<file path="src/verilog/fiber_pkg.sv">
package fiber_pkg;

    // --------------------
    // geometry
    // --------------------
    localparam int SETS = 16;
    localparam int WAYS = 4;

    localparam int ADDR_W = 16;
    localparam int DATA_W = 16;

    // address split, tag | set | offset
    localparam int OFFSET_W = 4;
    localparam int SET_W = 4;
    localparam int TAG_W = 8;

    // re-reference prediction
    localparam int RRPV_W = 2;
    // new lines go in one step short of distant
    localparam int RRPV_INSERT = 2;

    // --------------------
    // types
    // --------------------
    typedef logic [ADDR_W-1:0] addr_t;
    typedef logic [DATA_W-1:0] data_t;
    typedef logic [SET_W-1:0] set_idx_t;
    typedef logic [TAG_W-1:0] tag_t;
    // one bit per way, one-hot or empty
    typedef logic [WAYS-1:0] way_mask_t;
    typedef logic [RRPV_W-1:0] rrpv_t;

    // one-hot request code from the PE
    typedef logic [3:0] req_kind_t;
    localparam req_kind_t REQ_FETCH = 4'b0001;
    localparam req_kind_t REQ_READ = 4'b0010;
    localparam req_kind_t REQ_WRITE = 4'b0100;
    localparam req_kind_t REQ_CONSUME = 4'b1000;

    // controller FSM
    typedef enum logic [2:0] {
        ST_IDLE,
        ST_LOOKUP,
        ST_SEND_PE,
        ST_WB_THEN_FILL,
        ST_WB_ONLY,
        ST_FILL
    } ctrl_state_e;

endpackage
</file>
<file path="src/verilog/fiber_ifs.sv">
`timescale 1ns/100ps

// set read port of the way store
interface set_read_if;
    import fiber_pkg::*;

    // request side
    logic rd_en;
    set_idx_t rd_set;

    // whole set, registered, valid the cycle after rd_en
    tag_t rd_tag [WAYS];
    way_mask_t rd_valid;
    way_mask_t rd_dirty;
    rrpv_t rd_rrpv [WAYS];
    data_t rd_data [WAYS];

    modport store (
        input  rd_en, rd_set,
        output rd_tag, rd_valid, rd_dirty, rd_rrpv, rd_data
    );

    // replacement logic only looks at the set contents
    modport user (
        input  rd_tag, rd_valid, rd_dirty, rd_rrpv
    );

    // controller issues the read and picks lines out of the set
    modport ctrl (
        output rd_en, rd_set,
        input  rd_tag, rd_data
    );
endinterface

// masked way write port of the way store
interface set_write_if;
    import fiber_pkg::*;

    set_idx_t wr_set;
    way_mask_t wr_way;

    // per-field enables
    logic tag_we;
    logic data_we;
    logic dirty_we;
    logic valid_we;
    // rrpv write covers every way of the set
    logic rrpv_we;

    tag_t wr_tag;
    data_t wr_data;
    logic wr_dirty;
    logic wr_valid;
    rrpv_t wr_rrpv [WAYS];

    modport ctrl (
        output wr_set, wr_way, tag_we, data_we, dirty_we, valid_we, rrpv_we,
        output wr_tag, wr_data, wr_dirty, wr_valid, wr_rrpv
    );

    modport store (
        input  wr_set, wr_way, tag_we, data_we, dirty_we, valid_we, rrpv_we,
        input  wr_tag, wr_data, wr_dirty, wr_valid, wr_rrpv
    );
endinterface

</file>
<file path="src/verilog/fiber_top.sv">
`timescale 1ns/100ps

module fiber_top (
    input  logic i_clk,
    input  logic i_nreset,

    // PE side
    input  fiber_pkg::req_kind_t i_req_kind,
    input  fiber_pkg::addr_t i_addr,
    input  fiber_pkg::data_t i_data,
    input  logic i_type_valid,
    output logic o_type_ready,
    output fiber_pkg::data_t o_pe_data,
    output logic o_pe_data_valid,
    input  logic i_pe_data_ready,

    // DRAM side
    output fiber_pkg::addr_t o_dram_addr,
    input  fiber_pkg::data_t i_dram_rd_data,
    input  logic i_dram_rd_valid,
    output logic o_dram_rd_ready,
    output fiber_pkg::data_t o_dram_wr_data,
    output logic o_dram_wr_valid,
    input  logic i_dram_wr_ready
);
    import fiber_pkg::*;

    set_read_if rd_bus ();
    set_write_if wr_bus ();

    // replacement results
    tag_t lookup_tag;
    logic hit;
    way_mask_t hit_way;
    way_mask_t victim_way;
    logic victim_dirty;
    rrpv_t new_rrpv [WAYS];

    fiber_ctrl u_ctrl (
        .i_clk           (i_clk),
        .i_nreset        (i_nreset),
        .i_req_kind      (i_req_kind),
        .i_addr          (i_addr),
        .i_data          (i_data),
        .i_type_valid    (i_type_valid),
        .o_type_ready    (o_type_ready),
        .o_pe_data       (o_pe_data),
        .o_pe_data_valid (o_pe_data_valid),
        .i_pe_data_ready (i_pe_data_ready),
        .o_dram_addr     (o_dram_addr),
        .i_dram_rd_data  (i_dram_rd_data),
        .i_dram_rd_valid (i_dram_rd_valid),
        .o_dram_rd_ready (o_dram_rd_ready),
        .o_dram_wr_data  (o_dram_wr_data),
        .o_dram_wr_valid (o_dram_wr_valid),
        .i_dram_wr_ready (i_dram_wr_ready),
        .rd              (rd_bus.ctrl),
        .wr              (wr_bus.ctrl),
        .o_lookup_tag    (lookup_tag),
        .i_hit           (hit),
        .i_hit_way       (hit_way),
        .i_victim_way    (victim_way),
        .i_victim_dirty  (victim_dirty),
        .i_new_rrpv      (new_rrpv)
    );

    way_store u_store (
        .i_clk    (i_clk),
        .i_nreset (i_nreset),
        .rd       (rd_bus.store),
        .wr       (wr_bus.store)
    );

    replacement u_repl (
        .rd             (rd_bus.user),
        .i_tag          (lookup_tag),
        .o_hit          (hit),
        .o_hit_way      (hit_way),
        .o_victim_way   (victim_way),
        .o_victim_dirty (victim_dirty),
        .o_new_rrpv     (new_rrpv)
    );

endmodule

</file>
<file path="src/verilog/fiber_ctrl.sv">
`timescale 1ns/100ps

module fiber_ctrl (
    input  logic i_clk,
    input  logic i_nreset,

    // PE side
    input  fiber_pkg::req_kind_t i_req_kind,
    input  fiber_pkg::addr_t i_addr,
    input  fiber_pkg::data_t i_data,
    input  logic i_type_valid,
    output logic o_type_ready,
    output fiber_pkg::data_t o_pe_data,
    output logic o_pe_data_valid,
    input  logic i_pe_data_ready,

    // DRAM side
    output fiber_pkg::addr_t o_dram_addr,
    input  fiber_pkg::data_t i_dram_rd_data,
    input  logic i_dram_rd_valid,
    output logic o_dram_rd_ready,
    output fiber_pkg::data_t o_dram_wr_data,
    output logic o_dram_wr_valid,
    input  logic i_dram_wr_ready,

    // way store
    set_read_if.ctrl rd,
    set_write_if.ctrl wr,

    // replacement
    output fiber_pkg::tag_t o_lookup_tag,
    input  logic i_hit,
    input  fiber_pkg::way_mask_t i_hit_way,
    input  fiber_pkg::way_mask_t i_victim_way,
    input  logic i_victim_dirty,
    input  fiber_pkg::rrpv_t i_new_rrpv [fiber_pkg::WAYS]
);
    import fiber_pkg::*;

    ctrl_state_e state;
    ctrl_state_e state_nxt;

    // captured request
    req_kind_t req_kind;
    addr_t req_addr;
    data_t req_data;
    set_idx_t req_set;
    tag_t req_tag;

    // way picked for refill, kept across writeback
    way_mask_t fill_way;
    addr_t wb_addr;

    logic accept;
    logic lookup;
    logic wb_needed;
    data_t hit_line;
    data_t victim_line;
    tag_t victim_tag;

    assign o_type_ready = (state == ST_IDLE);
    assign accept = i_type_valid && o_type_ready;
    assign lookup = (state == ST_LOOKUP);

    assign req_set = req_addr[OFFSET_W +: SET_W];
    assign req_tag = req_addr[ADDR_W-1 -: TAG_W];
    assign o_lookup_tag = req_tag;

    // set read in the accept cycle
    assign rd.rd_en = accept;
    assign rd.rd_set = i_addr[OFFSET_W +: SET_W];

    // writeback on fetch or write miss with a dirty victim
    assign wb_needed = lookup && !i_hit && i_victim_dirty
        && ((req_kind == REQ_FETCH) || (req_kind == REQ_WRITE));

    // pick hit and victim lines out of the set
    always_comb begin
        hit_line = '0;
        victim_line = '0;
        victim_tag = '0;
        for (int w = 0; w < WAYS; w++) begin
            if (i_hit_way[w]) begin
                hit_line = hit_line | rd.rd_data[w];
            end
            if (i_victim_way[w]) begin
                victim_line = victim_line | rd.rd_data[w];
                victim_tag = victim_tag | rd.rd_tag[w];
            end
        end
    end

    // --------------------
    // FSM
    // --------------------
    always_comb begin
        state_nxt = state;
        case (state)
            ST_IDLE: begin
                if (accept) begin
                    state_nxt = ST_LOOKUP;
                end
            end
            ST_LOOKUP: begin
                if ((req_kind == REQ_READ) || (req_kind == REQ_CONSUME)) begin
                    state_nxt = ST_SEND_PE;
                end else if ((req_kind == REQ_FETCH) && !i_hit) begin
                    state_nxt = i_victim_dirty ? ST_WB_THEN_FILL : ST_FILL;
                end else if ((req_kind == REQ_WRITE) && !i_hit && i_victim_dirty) begin
                    state_nxt = ST_WB_ONLY;
                end else begin
                    state_nxt = ST_IDLE;
                end
            end
            ST_SEND_PE: begin
                if (i_pe_data_ready) begin
                    state_nxt = ST_IDLE;
                end
            end
            ST_WB_THEN_FILL: begin
                if (i_dram_wr_ready) begin
                    state_nxt = ST_FILL;
                end
            end
            ST_WB_ONLY: begin
                if (i_dram_wr_ready) begin
                    state_nxt = ST_IDLE;
                end
            end
            ST_FILL: begin
                if (i_dram_rd_valid) begin
                    state_nxt = ST_IDLE;
                end
            end
            default: begin
                state_nxt = ST_IDLE;
            end
        endcase
    end

    always_ff @(posedge i_clk) begin
        if (!i_nreset) begin
            state <= ST_IDLE;
        end else begin
            state <= state_nxt;
        end
    end

    // request and response registers
    always_ff @(posedge i_clk) begin
        if (accept) begin
            req_kind <= i_req_kind;
            req_addr <= i_addr;
            req_data <= i_data;
        end
        // miss on read or consume gives zero
        if (lookup && ((req_kind == REQ_READ) || (req_kind == REQ_CONSUME))) begin
            o_pe_data <= hit_line;
        end
        if (lookup && (req_kind == REQ_FETCH)) begin
            fill_way <= i_victim_way;
        end
        if (wb_needed) begin
            o_dram_wr_data <= victim_line;
            wb_addr <= {victim_tag, req_set, {OFFSET_W{1'b0}}};
        end
    end

    // --------------------
    // array writes
    // --------------------
    always_comb begin
        wr.wr_set = req_set;
        wr.wr_way = '0;
        wr.tag_we = 1'b0;
        wr.data_we = 1'b0;
        wr.dirty_we = 1'b0;
        wr.valid_we = 1'b0;
        wr.rrpv_we = 1'b0;
        wr.wr_tag = req_tag;
        wr.wr_data = req_data;
        wr.wr_dirty = 1'b0;
        wr.wr_valid = 1'b1;
        wr.wr_rrpv = i_new_rrpv;
        if (lookup) begin
            case (req_kind)
                REQ_FETCH: begin
                    // line itself arrives later in ST_FILL
                    wr.rrpv_we = 1'b1;
                end
                REQ_READ: begin
                    wr.rrpv_we = i_hit;
                end
                REQ_WRITE: begin
                    wr.wr_way = i_hit ? i_hit_way : i_victim_way;
                    wr.tag_we = 1'b1;
                    wr.data_we = 1'b1;
                    wr.dirty_we = 1'b1;
                    wr.valid_we = 1'b1;
                    wr.wr_dirty = 1'b1;
                    wr.rrpv_we = 1'b1;
                end
                REQ_CONSUME: begin
                    // invalidate, rrpv left alone
                    wr.wr_way = i_hit_way;
                    wr.valid_we = i_hit;
                    wr.wr_valid = 1'b0;
                end
                default: begin
                    wr.wr_way = '0;
                end
            endcase
        end else if ((state == ST_FILL) && i_dram_rd_valid) begin
            // refill, clean and valid
            wr.wr_way = fill_way;
            wr.tag_we = 1'b1;
            wr.data_we = 1'b1;
            wr.dirty_we = 1'b1;
            wr.valid_we = 1'b1;
            wr.wr_data = i_dram_rd_data;
        end
    end

    // --------------------
    // strobes
    // --------------------
    assign o_pe_data_valid = (state == ST_SEND_PE);
    assign o_dram_wr_valid = (state == ST_WB_THEN_FILL) || (state == ST_WB_ONLY);
    assign o_dram_rd_ready = (state == ST_FILL);
    // refill uses the request address, writeback the victim's
    assign o_dram_addr = (state == ST_FILL) ? req_addr : wb_addr;

endmodule

</file>
<file path="src/verilog/replacement.sv">
`timescale 1ns/100ps

module replacement (
    set_read_if.user rd,
    input  fiber_pkg::tag_t i_tag,
    output logic o_hit,
    output fiber_pkg::way_mask_t o_hit_way,
    output fiber_pkg::way_mask_t o_victim_way,
    output logic o_victim_dirty,
    output fiber_pkg::rrpv_t o_new_rrpv [fiber_pkg::WAYS]
);
    import fiber_pkg::*;

    way_mask_t hit_vec;
    way_mask_t victim_vec;
    logic victim_found;
    rrpv_t max_rrpv;
    rrpv_t rrpv_inc [WAYS];

    // --------------------
    // tag compare
    // --------------------
    always_comb begin
        for (int w = 0; w < WAYS; w++) begin
            hit_vec[w] = rd.rd_valid[w] && (rd.rd_tag[w] == i_tag);
        end
    end

    assign o_hit = |hit_vec;
    assign o_hit_way = hit_vec;

    // --------------------
    // victim choice
    // --------------------
    // highest rrpv in the set
    always_comb begin
        max_rrpv = '0;
        for (int w = 0; w < WAYS; w++) begin
            if (rd.rd_rrpv[w] > max_rrpv) begin
                max_rrpv = rd.rd_rrpv[w];
            end
        end
    end

    // first invalid way wins, else lowest index holding max rrpv
    always_comb begin
        victim_vec = '0;
        victim_found = 1'b0;
        for (int w = 0; w < WAYS; w++) begin
            if (!victim_found && !rd.rd_valid[w]) begin
                victim_vec[w] = 1'b1;
                victim_found = 1'b1;
            end
        end
        for (int w = 0; w < WAYS; w++) begin
            if (!victim_found && (rd.rd_rrpv[w] == max_rrpv)) begin
                victim_vec[w] = 1'b1;
                victim_found = 1'b1;
            end
        end
    end

    assign o_victim_way = victim_vec;
    // an invalid victim never needs a writeback
    assign o_victim_dirty = |(victim_vec & rd.rd_valid & rd.rd_dirty);

    // --------------------
    // rrpv update
    // --------------------
    always_comb begin
        for (int w = 0; w < WAYS; w++) begin
            // saturating age step
            if (rd.rd_rrpv[w] == {RRPV_W{1'b1}}) begin
                rrpv_inc[w] = rd.rd_rrpv[w];
            end else begin
                rrpv_inc[w] = rd.rd_rrpv[w] + rrpv_t'(1);
            end
        end
    end

    // hit promotes the hit way, miss inserts the victim
    always_comb begin
        for (int w = 0; w < WAYS; w++) begin
            if (o_hit) begin
                o_new_rrpv[w] = hit_vec[w] ? rrpv_t'(0) : rrpv_inc[w];
            end else begin
                o_new_rrpv[w] = victim_vec[w] ? rrpv_t'(RRPV_INSERT) : rrpv_inc[w];
            end
        end
    end

endmodule

</file>
<file path="src/verilog/way_store.sv">
`timescale 1ns/100ps

module way_store (
    input  logic i_clk,
    input  logic i_nreset,
    set_read_if.store rd,
    set_write_if.store wr
);
    import fiber_pkg::*;

    // --------------------
    // arrays
    // --------------------
    tag_t tag_mem [SETS][WAYS];
    data_t data_mem [SETS][WAYS];
    way_mask_t dirty_mem [SETS];
    // replacement state
    way_mask_t valid_mem [SETS];
    rrpv_t rrpv_mem [SETS][WAYS];

    // valid and rrpv, cleared on reset
    always_ff @(posedge i_clk) begin
        if (!i_nreset) begin
            for (int s = 0; s < SETS; s++) begin
                valid_mem[s] <= '0;
                for (int w = 0; w < WAYS; w++) begin
                    rrpv_mem[s][w] <= '0;
                end
            end
        end else begin
            for (int w = 0; w < WAYS; w++) begin
                // valid follows the way mask
                if (wr.valid_we && wr.wr_way[w]) begin
                    valid_mem[wr.wr_set][w] <= wr.wr_valid;
                end
                // rrpv ignores the mask, all ways at once
                if (wr.rrpv_we) begin
                    rrpv_mem[wr.wr_set][w] <= wr.wr_rrpv[w];
                end
            end
        end
    end

    // tag, data and dirty, masked per way
    always_ff @(posedge i_clk) begin
        for (int w = 0; w < WAYS; w++) begin
            if (wr.wr_way[w]) begin
                if (wr.tag_we) begin
                    tag_mem[wr.wr_set][w] <= wr.wr_tag;
                end
                if (wr.data_we) begin
                    data_mem[wr.wr_set][w] <= wr.wr_data;
                end
                if (wr.dirty_we) begin
                    dirty_mem[wr.wr_set][w] <= wr.wr_dirty;
                end
            end
        end
    end

    // --------------------
    // set read
    // --------------------
    // whole set lands in the output regs one cycle after rd_en
    always_ff @(posedge i_clk) begin
        if (rd.rd_en) begin
            rd.rd_valid <= valid_mem[rd.rd_set];
            rd.rd_dirty <= dirty_mem[rd.rd_set];
            for (int w = 0; w < WAYS; w++) begin
                rd.rd_tag[w] <= tag_mem[rd.rd_set][w];
                rd.rd_data[w] <= data_mem[rd.rd_set][w];
                rd.rd_rrpv[w] <= rrpv_mem[rd.rd_set][w];
            end
        end
    end

endmodule

</file>
<file path="config.mk">
export PLATFORM = sky130hd
export DESIGN_NAME = fiber_top
export DESIGN_NICKNAME = d
export VERILOG_FILES = /design/src/verilog/fiber_pkg.sv /design/src/verilog/fiber_ifs.sv /design/src/verilog/fiber_top.sv /design/src/verilog/fiber_ctrl.sv /design/src/verilog/replacement.sv /design/src/verilog/way_store.sv
export SDC_FILE = /design/constraint.sdc
export NUM_CORES = 2
export LEC_CHECK = 0
export BUFFER_PORTS_ARGS = -buffer_cell sky130_fd_sc_hd__buf_2
export CAP_MARGIN = 20
export CORE_UTILIZATION = 53
export CTS_BUF_LIST = sky130_fd_sc_hd__clkbuf_8 sky130_fd_sc_hd__clkbuf_16
export DETAILED_ROUTE_END_ITERATION = 10
export PLACE_DENSITY = 0.69
export SLEW_MARGIN = 20
export SYNTH_ARGS = -nofsm -noshare
export SYNTH_HDL_FRONTEND = slang
export SYNTH_SLANG_ARGS = --single-unit
</file>
<file path="constraint.sdc">
create_clock -name i_clk -period 17.9 [get_ports i_clk]
set_input_delay 2.685 -clock i_clk [delete_from_list [all_inputs] [get_ports i_clk]]
set_output_delay 2.685 -clock i_clk [all_outputs]
set_load 0.05 [all_outputs]
</file>
==> impl_metrics.yaml <==
timing:
  grt_setup_unrepaired: "false"
  worstMarginPinSlew_ps: 1170
  slew_violations: 0
  setup_ws_ps: 11640
  period_share: 0.349
  fin_skew_ps: 64.0
  fmax_mhz: 160
  hold_viol: 0
  worst_slew_margin_rel: 0.221
  finalCriticalPeriod_ps: 6260
  tns_ps: 0
  report.final.setup_viol: 0
detailed_routing:
  drt_iter0_drc: 5098
  routedWlPerCell_um: 32.9
  ant_nets: 0
  drt_wl_total_um: 195000
  drtPass1Iterations: 11
  vias: 38915
  via_per_inst: 6.57
  drc: 19
clocking:
  cts_tree: "yes"
  cts-root-buf: "clkbuf_16"
  cts-resized-gates: 0
  cts_num_sinks: 1991
  hold_buffers: 0
  cts_buffer_depth: 3
  htree_num_levels: 4
  cts_setup_buffers: 0
  cts_buffers: 191
  clock_latency_ps: 830
  path_clk_slew_ps: 60
synthesis:
  syn_inst: 3639
  synth_edf_count: 1988
  synth-seq-cells: 1991
  synth_nets: 3707
  synth_top_area_cell: "edfxtp_1"
  syn_area_per_cell_um2: 21.4
  synth_flop_cell: "edfxtp_1"
  synth_area_leaders: "edfxtp_1 77%, mux4_2 16%, nor2_1 1.1%"
  synthArstFlopShare: 0
  yosysUniqueCellTypes: 61
  yosys.area.top_type_share: 0.767
  ys_seq_area_frac: 0.768
  synth_warnings: 0
  syn_area_um2: 77800
setup_path:
  path_max_fanout: 14
  crit_top_cell: "nand2_1"
  cp.required_ps: 15210
  cp_cell_sequence: "nor2b_1, nand2_1, inv_1, nand2_1, nand2_1, buf_2"
  cp.buffers_inverters: 2
  worstSetupEndpointType: "primary output"
  slowest_delay_ps: 580
  crit_type: "flop to primary output"
  slowest_stage: "inv_1"
  arrival_ps: 3570
  worst_setup_path_start_kind: "flop"
  cpLargestDelayFamily: "simple AND/OR/NAND/NOR gates"
final_layout:
  area_growth_pct: 12.9
  fin_area_um2: 87900
  final_net_count: 3913
  final_layout_size_suffix_gt1_frac: 0.302
  finalNonFillerCells: 5924
job:
  max_cap_violations: 0
die:
  die-area_um2: 148000
  die_x_um: 385
  start_util: 0.534
  core-area_um2: 146000
  ios: 110
  die_y_um: 385
  num_rows: 140
power_and_ir_drop:
  leakage_uw: 0.0280
  ir_drop_v: 0.000102
  p_per_area_nw_per_um2: 113
global_route:
  grt_max_degree: 111
  grt_pass1_wl_um: 277000
  use_met3: 0.0547
  first_global_vias: 38422
  met2_usage: 0.411
  busiest_layer: "met2"
  track_usage: 0.266
  use_met1: 0.387
  antenna_found_initial: 4
  gr-total-overflow: 0
outcome:
  violations: "design-rule violations"
  outcome: "finished, violations left"
placed_design:
  place_area_um2: 81600
  place.gp.congestion: 0.875
  port_buffers: 109
  dp_cells: 5566
  hpwl_um: 104000
  dp_worst_setup_slack_ps: 11260
hold_path:
  min_path_type: "flop to flop"
[metrics by stage]
stage / utilization / hold WS [ps] / power [uW]
after floorplan: - / 424 / 5750
after global placement: 0.559 / 568 / 5970
after detailed placement: 0.560 / 589 / 5980
after CTS: 0.603 / 597 / 9930
after global routing: 0.603 / 624 / 10100
final: 0.603 / 601 / 9890
[report_power, final]
group          internal (uW)  leakage [uW]  switching (uW)
sequential              5240        0.0182            63.3
clock                   2260       0.00319            1740
combinational            207       0.00657             376
total                   7710        0.0280            2180
[path summary, 6_finish.rpt]
kind	start	to	slack, ps	cells after the start
worst max-delay path	u_ctrl.state[0]$_SDFFE_PN0P_	o_dram_addr[13]	11640	6
worst min-delay path	u_store.rd.rd_data[29]$_DFFE_PP_	u_ctrl.o_dram_wr_data[13]$_DFFE_PP_	600	2
worst max register to register	u_store.rd.rd_rrpv[4]$_DFFE_PP_	u_store.data_mem[5][59]$_DFFE_PP_	11660	23
worst min register to register	u_store.rd.rd_data[29]$_DFFE_PP_	u_ctrl.o_dram_wr_data[13]$_DFFE_PP_	600	2
[layout make-up]
cell class | count | area [um2]
Sequential cell | 1991 | 59800
Timing Repair Buffer | 242 | 1690
Antenna cell | 3 | 7.51
Inverter | 15 | 57.6
Multi-Input combinational cell | 1404 | 17800
Clock buffer | 194 | 4850
Tap cell | 1917 | 2400
Fill cell | 10060 | 57800
Clock inverter | 158 | 1400
[cell usage in the layout, fill, tap and decap left out, types with 4 or more instances in the layout]
| master | count |
|---|---|
| ha_1 | 10 |
| clkbuf_16 | 194 |
| buf_8 | 4 |
| xnor2_1 | 37 |
| nor3b_2 | 5 |
| mux4_2 | 560 |
| buf_2 | 105 |
| nor2_1 | 176 |
| o22ai_1 | 4 |
| clkinv_16 | 6 |
| nand4_1 | 26 |
| a21oi_1 | 15 |
| nand3_1 | 19 |
| or2_2 | 25 |
| clkinv_2 | 46 |
| nor2_4 | 48 |
| inv_1 | 41 |
| o21ai_1 | 10 |
| nand2_2 | 13 |
| clkinv_1 | 50 |
| a222oi_1 | 24 |
| o21ai_0 | 72 |
| a22o_1 | 4 |
| a21oi_2 | 6 |
| a22oi_1 | 32 |
| bufinv_16 | 20 |
| nand2b_1 | 5 |
| nor3b_4 | 11 |
| nor3_2 | 5 |
| buf_12 | 5 |
| and3_1 | 7 |
| nor3_1 | 38 |
| a211oi_1 | 4 |
| buf_4 | 124 |
| edfxtp_1 | 1988 |
| nand2_1 | 186 |
| nor2b_1 | 14 |
| a311oi_1 | 4 |
[worst register-to-register path: stages (launching register included)]
cell       delay, ps
edfxtp_1         460
clkinv_1         240
ha_1             360
nor2b_1          130
o21ai_1          210
nand3_1          180
ha_1             220
o21bai_1         230
and3_1           230
a31o_2           170
inv_2             60
ha_1             280
nand2_1           60
o21a_1           160
a311oi_1         430
a211oi_1         150
o41ai_4          220
buf_4            400
and2_1           220
nor2_1            80
a2bb2oi_4        160
buf_4            290
nor2_4           560
buf_4            420
[flip-flops by register name (all words and copies together), names as in the netlist]
register / cells
u_ctrl.state: 3
u_store.valid_mem: 64
u_ctrl.req_kind: 4
u_ctrl.o_dram_wr_data: 16
u_ctrl.req_data: 16
u_ctrl.fill_way: 4
u_store.rd.rd_data: 64
u_store.tag_mem: 512
u_ctrl.o_pe_data: 16
u_store.rd.rd_dirty: 4
u_store.rd.rd_valid: 4
u_store.dirty_mem: 64
u_store.rrpv_mem: 128
u_store.rd.rd_rrpv: 8
u_ctrl.req_addr: 16
u_store.rd.rd_tag: 32
u_ctrl.wb_addr: 12
u_store.data_mem: 1024
[synth_stat cells, drive strengths merged, types with 24 or more instances]
library cell,number
a222oi,24
mux4,560
or2,25
xnor2,37
nor3,43
o21ai,82
clkbuf,157
nand2,202
nor2,225
edfxtp,1988
nand4,26
a22oi,33
buf,72
[layer usage]
metal  up-vias  routed length (um)
met4         4                5990
li1      15534                   -
met2      2475               92100
met3       327               21200
met1     20575               75800
met5         -                  34
[logic make-up (layout without fill, tap and decap cells)]
| group | after synthesis | count (layout) | synth area share |
|---|---|---|---|
| xor gates and xnor gates | 40 | 40 | 0.00450 |
| and+or+nand+nor | 592 | 592 | 0.0340 |
| buffers and inverters | 244 | 609 | 0.0123 |
| AOI/OAI and AO/OA | 200 | 200 | 0.0177 |
| other | 0 | 3 | 0 |
| DFF | 1991 | 1991 | 0.768 |
| adders and majority gates | 10 | 10 | 0.00161 |
| muxes | 562 | 562 | 0.162 |
Power figures use the tool's default switching activity.
